$ cat src/design/csr_index_pkg.sv
package csr_index_pkg;

    // ------------------------------
    // Widths
    // ------------------------------
    localparam int index_w = 32;
    localparam int shift_w = 5;
    localparam int route_w = 8;

    // ------------------------------
    // Request FIFO sizing
    // ------------------------------
    localparam int fifo_depth = 16;

    // Fill level where generation is asked to pause
    localparam int prog_thresh = 8;

    // Read and write pointer width
    localparam int fifo_addr_w = $clog2(fifo_depth);

    // Occupancy needs one extra bit to reach a full count
    localparam int fifo_count_w = $clog2(fifo_depth + 1);

    typedef logic [index_w-1:0] index_t;

    // ------------------------------
    // Configuration of one neighbor walk
    // ------------------------------
    typedef struct packed {
        logic [index_w-1:0] array_pointer;
        index_t             index_start;
        index_t             index_end;
        index_t             stride;
        logic               shift_left;
        logic [shift_w-1:0] shift_amount;
        logic [route_w-1:0] route;
    } csr_index_config_t;

endpackage

$ cat src/design/mem_packet_pkg.sv
package mem_packet_pkg;

    import csr_index_pkg::*;

    // ------------------------------
    // Address format
    // ------------------------------
    localparam int addr_w = 32;

    // Array base plus scaled neighbor offset
    typedef struct packed {
        logic [addr_w-1:0] base;
        logic [addr_w-1:0] offset;
    } mem_address_t;

    // ------------------------------
    // Memory request packet
    // ------------------------------
    // Valid sits in the top bit so the payload is the low slice
    typedef struct packed {
        logic               valid;
        logic [route_w-1:0] route;
        mem_address_t       address;
        index_t             data;
    } mem_request_t;

    // Stored width in the request FIFO
    localparam int mem_payload_w = $bits(mem_request_t) - 1;

endpackage

$ cat src/design/csr_index_control.sv
module csr_index_control
    import csr_index_pkg::*;
(
    input  logic              ap_clk,
    input  logic              areset_generator,
    input  csr_index_config_t config_in,
    input  logic              config_valid,
    output logic              config_ready,
    input  index_t            index,
    input  logic              prog_full,
    output logic              counter_load,
    output logic              counter_enable,
    output logic              gen_valid,
    output csr_index_config_t active_config,
    output logic              done
);

    typedef enum logic [2:0] {
        state_idle,
        state_start,
        state_busy,
        state_pause,
        state_done
    } state_t;

    state_t state;
    state_t next_state;

    logic prog_full_q;
    logic accept;
    logic index_in_range;

    assign accept         = config_valid & config_ready;
    assign index_in_range = index < active_config.index_end;

    // ------------------------------
    // Next state
    // ------------------------------
    always_comb begin
        next_state = state;
        case (state)
            state_idle: begin
                if (accept) begin
                    next_state = state_start;
                end
            end
            // Counter loads the start index here
            state_start: begin
                next_state = state_busy;
            end
            state_busy: begin
                if (!index_in_range) begin
                    next_state = state_done;
                end else if (prog_full_q) begin
                    next_state = state_pause;
                end
            end
            state_pause: begin
                if (!prog_full_q) begin
                    next_state = state_busy;
                end
            end
            state_done: begin
                next_state = state_idle;
            end
            default: begin
                next_state = state_idle;
            end
        endcase
    end

    // ------------------------------
    // State and control registers
    // ------------------------------
    always_ff @(posedge ap_clk) begin
        if (areset_generator) begin
            state        <= state_idle;
            config_ready <= 1'b0;
            prog_full_q  <= 1'b0;
        end else begin
            state        <= next_state;
            config_ready <= (next_state == state_idle);
            // FIFO pressure is seen one cycle late
            prog_full_q  <= prog_full;
        end
    end

    // Held for the whole walk
    always_ff @(posedge ap_clk) begin
        if (accept) begin
            active_config <= config_in;
        end
    end

    // ------------------------------
    // Outputs to the datapath
    // ------------------------------
    assign counter_load = (state == state_start);

    // One index per cycle while below end and the FIFO has room
    assign gen_valid = (state == state_busy) & index_in_range & ~prog_full_q;

    // Counter only advances past an index that was issued
    assign counter_enable = gen_valid;

    assign done = (state == state_done);

    // Walk begins at the configured start index
    assert property (@(posedge ap_clk) disable iff (areset_generator)
        counter_load |=> (index == active_config.index_start));

endmodule

$ cat src/design/index_counter.sv
module index_counter
    import csr_index_pkg::*;
(
    input  logic   ap_clk,
    input  logic   areset_generator,
    input  logic   load,
    input  logic   enable,
    input  index_t load_value,
    input  index_t stride,
    output index_t index
);

    // ------------------------------
    // Stride counter
    // ------------------------------
    // Load wins over enable
    always_ff @(posedge ap_clk) begin
        if (areset_generator) begin
            index <= '0;
        end else if (load) begin
            index <= load_value;
        end else if (enable) begin
            index <= index + stride;
        end
    end

    // A zero stride would never reach the end index
    assert property (@(posedge ap_clk) disable iff (areset_generator)
        load |-> (stride != '0));

endmodule

$ cat src/design/request_address_gen.sv
module request_address_gen
    import csr_index_pkg::*;
    import mem_packet_pkg::*;
(
    input  logic              ap_clk,
    input  logic              areset_generator,
    input  index_t            index,
    input  logic              gen_valid,
    input  csr_index_config_t active_config,
    output mem_request_t      request
);

    logic [addr_w-1:0] offset;

    // ------------------------------
    // Offset scaling
    // ------------------------------
    // Left shift turns an index into a byte offset for wide elements
    always_comb begin
        if (active_config.shift_left) begin
            offset = index << active_config.shift_amount;
        end else begin
            offset = index >> active_config.shift_amount;
        end
    end

    // ------------------------------
    // Packet register
    // ------------------------------
    always_ff @(posedge ap_clk) begin
        if (areset_generator) begin
            request.valid <= 1'b0;
        end else begin
            request.valid <= gen_valid;
        end
    end

    always_ff @(posedge ap_clk) begin
        request.route          <= active_config.route;
        request.address.base   <= active_config.array_pointer;
        request.address.offset <= offset;
        // Neighbor id travels with the request
        request.data           <= index;
    end

endmodule

$ cat src/design/request_fifo.sv
module request_fifo
    import csr_index_pkg::*;
    import mem_packet_pkg::*;
(
    input  logic         ap_clk,
    input  logic         areset_generator,
    input  mem_request_t write,
    input  logic         request_ready,
    output logic         prog_full,
    output mem_request_t request_out
);

    logic [mem_payload_w-1:0] storage [fifo_depth];

    logic [fifo_addr_w-1:0]  wr_ptr;
    logic [fifo_addr_w-1:0]  rd_ptr;
    logic [fifo_count_w-1:0] count;

    logic empty;
    logic full;
    logic push;
    logic pop;

    assign empty = (count == '0);
    assign full  = (count == fifo_count_w'(fifo_depth));
    assign push  = write.valid & ~full;
    assign pop   = ~empty & request_ready;

    // ------------------------------
    // Pointers and occupancy
    // ------------------------------
    // Depth is a power of two so pointers wrap on their own
    always_ff @(posedge ap_clk) begin
        if (areset_generator) begin
            wr_ptr <= '0;
            rd_ptr <= '0;
            count  <= '0;
        end else begin
            if (push) begin
                wr_ptr <= wr_ptr + 1'b1;
            end
            if (pop) begin
                rd_ptr <= rd_ptr + 1'b1;
            end
            case ({push, pop})
                2'b10: count <= count + 1'b1;
                2'b01: count <= count - 1'b1;
                default: count <= count;
            endcase
        end
    end

    // ------------------------------
    // Storage
    // ------------------------------
    always_ff @(posedge ap_clk) begin
        if (push) begin
            storage[wr_ptr] <= write[mem_payload_w-1:0];
        end
    end

    // Show-ahead read with valid rebuilt from occupancy
    assign request_out = mem_request_t'({~empty, storage[rd_ptr]});

    assign prog_full = (count >= fifo_count_w'(prog_thresh));

    // Control must pause early enough to keep headroom
    assert property (@(posedge ap_clk) disable iff (areset_generator)
        write.valid |-> !full);

endmodule

$ cat src/design/csr_index_generator.sv
module csr_index_generator
    import csr_index_pkg::*;
    import mem_packet_pkg::*;
(
    input  logic              ap_clk,
    input  logic              areset_generator,
    input  csr_index_config_t config_in,
    input  logic              config_valid,
    output logic              config_ready,
    output mem_request_t      request_out,
    input  logic              request_ready,
    output logic              done
);

    // ------------------------------
    // Internal wires
    // ------------------------------
    logic              counter_load;
    logic              counter_enable;
    logic              gen_valid;
    logic              prog_full;
    index_t            index;
    csr_index_config_t active_config;
    mem_request_t      fifo_write;

    csr_index_control u_control (
        .ap_clk           (ap_clk),
        .areset_generator (areset_generator),
        .config_in        (config_in),
        .config_valid     (config_valid),
        .config_ready     (config_ready),
        .index            (index),
        .prog_full        (prog_full),
        .counter_load     (counter_load),
        .counter_enable   (counter_enable),
        .gen_valid        (gen_valid),
        .active_config    (active_config),
        .done             (done)
    );

    // Start and stride come from the held configuration
    index_counter u_counter (
        .ap_clk           (ap_clk),
        .areset_generator (areset_generator),
        .load             (counter_load),
        .enable           (counter_enable),
        .load_value       (active_config.index_start),
        .stride           (active_config.stride),
        .index            (index)
    );

    request_address_gen u_address_gen (
        .ap_clk           (ap_clk),
        .areset_generator (areset_generator),
        .index            (index),
        .gen_valid        (gen_valid),
        .active_config    (active_config),
        .request          (fifo_write)
    );

    request_fifo u_fifo (
        .ap_clk           (ap_clk),
        .areset_generator (areset_generator),
        .write            (fifo_write),
        .request_ready    (request_ready),
        .prog_full        (prog_full),
        .request_out      (request_out)
    );

endmodule

$ cat config.mk
export PLATFORM = sky130hd
export DESIGN_NAME = csr_index_generator
export DESIGN_NICKNAME = d
export VERILOG_FILES = /design/src/design/csr_index_pkg.sv /design/src/design/mem_packet_pkg.sv /design/src/design/csr_index_control.sv /design/src/design/index_counter.sv /design/src/design/request_address_gen.sv /design/src/design/request_fifo.sv /design/src/design/csr_index_generator.sv
export SDC_FILE = /design/constraint.sdc
export NUM_CORES = 2
export LEC_CHECK = 0
export ABC_AREA = 1
export BUFFER_PORTS_ARGS = -buffer_cell sky130_fd_sc_hd__buf_4
export CAP_MARGIN = 20
export CORE_MARGIN = 1
export CORE_UTILIZATION = 40
export CTS_BUF_LIST = sky130_fd_sc_hd__clkbuf_8
export DETAILED_ROUTE_END_ITERATION = 16
export RECOVER_POWER = 25
export SYNTH_ARGS = -nofsm -noshare
export SYNTH_HDL_FRONTEND = slang
export SYNTH_SLANG_ARGS = --single-unit
$ cat constraint.sdc
create_clock -name ap_clk -period 16.7 [get_ports ap_clk]
set_input_delay 2.505 -clock ap_clk [delete_from_list [all_inputs] [get_ports ap_clk]]
set_output_delay 2.505 -clock ap_clk [all_outputs]
set_load 0.03 [all_outputs]
==> results.tsv <==
metric	value	unit
DR top layer	met5	
post-layout util	45.36	%
Post-Syn Area	81510	um2
Slew @ Worst Pin	1.260	ns
met3 routed WL	13230	um
final RePlAce weighted congestion	0.9087	
hold-fix buffers at CTS	0	
Area Overhead vs Synth	12.59	%
number of synthesized register bits	1965	
clk slew on worst S/H paths	0.06	ns
commonest non-fill, non-tap cell in the layout	edfxtp_1	
H-tree levels	5	
clock skew	0.1015	ns
DP HPWL	107900	um
die height	453.4	um
total power	13.13	mW
Post-synth ARST share	0	%
number of global-route vias before repair	48520	
largest net degree at the start of global routing	209	
Pre-antenna DRT Iters	8	
R2R Setup Slk	12.82	ns
Hold Path Class	register to register	
Max-slew headroom	16.00	%
post-synthesis sequential area ratio	70.44	%
Critical Path End Type	output port	
GRT Residual Overflow	0	
status	complete, no violations	
Fin. Hold Viols	0	
Max Slew Vio Count	0	
leading cell types in the layout, fill and taps excluded	edfxtp_1, inv_1, nand2_1	
Netlist cell types	45	
Starting Density	40.29	%
# Post-CTS Setup Buffers	0	
reg2reg start	u_fifo.count[1]	
CP dominant cell by count	buf_4	
Worst path slowest cell	buf_4	
post-cts repair resize count	0	
Post-route DRC	0	
fin nets	6801	
Crit path max-delay family	buffers and inverters	
Root Driver	clkbuf_8	
core area	202300	um2
RSZ-0062 raised after global routing	false	
Worst-Skew Late Latency	1.04	ns
Tmin final	8.166	ns
all-layer global routing usage	20.37	%
CP Max Fanout	208	
drt wl/cell	22.48	um
CTS tree	yes	
Final ANT Viol Nets	0	
Cells after Synth	6291	
cell area after placement	85420	um2
first-pass GRT wire length	311300	um
Post-Place Worst Slack	9.722	ns
fmax	122.5	MHz
max cap viols	0	
initial antenna violation count	15	
crit path DAT	5.66	ns
hold_sp	u_control.active_config[4]	
Routed WL	214100	um
fraction of layout cells with a size suffix above 1	11.41	%
Period Utilization, post-route	48.90	%
CP bufs+invs	4	
Worst Path Required	14.20	ns
Clock Path Buffers	4	
I/O pin total	253	
Worst Setup Path Type	register to output port	
clock tree sinks	1965	
RR Endpoint	u_fifo.storage[15][15]	
Chip Width	453.4	um
standard-cell rows	165	
final setup TNS	0	ns
die area	205600	um2
Vias/cell	5.273	
worst reg-to-reg path cell count	9	
Mapped Nets	6510	
design area	91780	um2
power per cell area	143.0	nW/um2
Buffers on Ports	252	
hold path cells	0	
met1 WL	93940	um
drt first-iter violations	4550	
Syn Area/Cell	12.96	um2
YS warnings	0	
Min-Delay Endpoint	u_address_gen.request[100]	
CP peak stage delay	0.99	ns
DR vias	50220	
final setup violation count	0	
Final WS setup	8.534	ns
Peak VDD IR	0.09029	mV
Leakage	33.11	nW
CTS buffer count	339	
Met2 Routed Length	100300	um
Setup crit start kind	register	
EDFF count, synth	1806	
Primary FF master, synth	edfxtp_1	
Cell Chain, Critical Path	buf_12, buf_4, buf_4, mux2i_1, o21ai_1, o211ai_1, nand2_1, buf_4	
-- state kept, by name, summed over array words and instances (netlist names), named ones only --
name	flops
u_control.prog_full_q	1
u_counter.index	32
u_fifo.wr_ptr	4
u_address_gen.request	105
u_control.config_ready	1
u_control.active_config	142
u_fifo.storage	1664
u_fifo.rd_ptr	4
u_control.state	3
u_fifo.count	5
-- cell type report --
class                      instances  area [um2]
clock inverter                   228        1142
fill                           18240      110500
multi-input combinational       3285       19540
sequential                      1965       57430
inverter                         666        2527
timing repair buffer             325        2603
tap                             2672        3343
clock buffer                     376        5175
antenna                            7       17.52
-- Yosys cell counts (all sizes together) (10+ instances only) --
| library cell | count | area [um2] |
|---|---|---|
| a21oi | 521 | 2608 |
| buf | 175 | 1424 |
| clkbuf | 200 | 750.7 |
| dfxtp | 159 | 3183 |
| edfxtp | 1806 | 54230 |
| ha | 71 | 888.4 |
| inv | 664 | 2495 |
| mux2i | 426 | 4264 |
| nand2 | 693 | 2601 |
| nand3 | 221 | 1106 |
| nand4 | 10 | 68.81 |
| nor2 | 151 | 566.8 |
| nor3 | 10 | 66.32 |
| o211ai | 452 | 3393 |
| o21ai | 668 | 3343 |
| o221ai | 10 | 87.58 |
| xnor2 | 14 | 122.6 |
-- how the worst max path moves through the flow --
| stage | start | to | slack (ns) | cells after the start |
|---|---|---|---|---|
| 2_1_floorplan | config_valid | u_control.config_ready | 10.68 | 5 |
| 3_3_place_gp | register | request_out[68] | 9.77 | 9 |
| 3_5_place_dp | register | request_out[64] | 9.72 | 8 |
| 4_1_cts | register | request_out[64] | 8.63 | 8 |
| 5_1_grt | register | request_out[68] | 8.20 | 9 |
| 6_report | register | request_out[64] | 8.53 | 8 |
-- power by group --
part	switching (mW)	internal, mW
clock	1.90	2.18
sequential	0.239	5.57
combinational	2.14	1.10
total	4.28	8.85
-- kinds of logic after synthesis --
kind of cell | share of synthesized area [%]
fa+ha+maj | 1.139
xor+xnor | 0.1827
compound gates | 11.75
simple gates | 5.517
flops | 70.44
buf+inv | 5.738
mux | 5.231
-- worst register-to-register path, delay by kind of cell (launching register included) --
family	cells	cell delay [ns]
buf+inv	4	2.34
flops	1	0.40
simple gates	5	0.75
-- stage by stage --
stage                     hold slack (ns)  instances
final                              0.3214       9524
after global routing               0.3452       9520
after CTS                          0.3257       9516
after detailed placement           0.3269       8912
after global placement             0.3259       8911
after floorplan                    0.3233       6291
-- routing by layer --
layer | up-vias | track usage, %
li1 | 23510 | -
met1 | 24670 | 28.02
met2 | 1673 | 32.68
met3 | 368 | 3.156
met4 | 6 | 7.290
met5 | - | 0
Power figures use the tool's default switching activity.
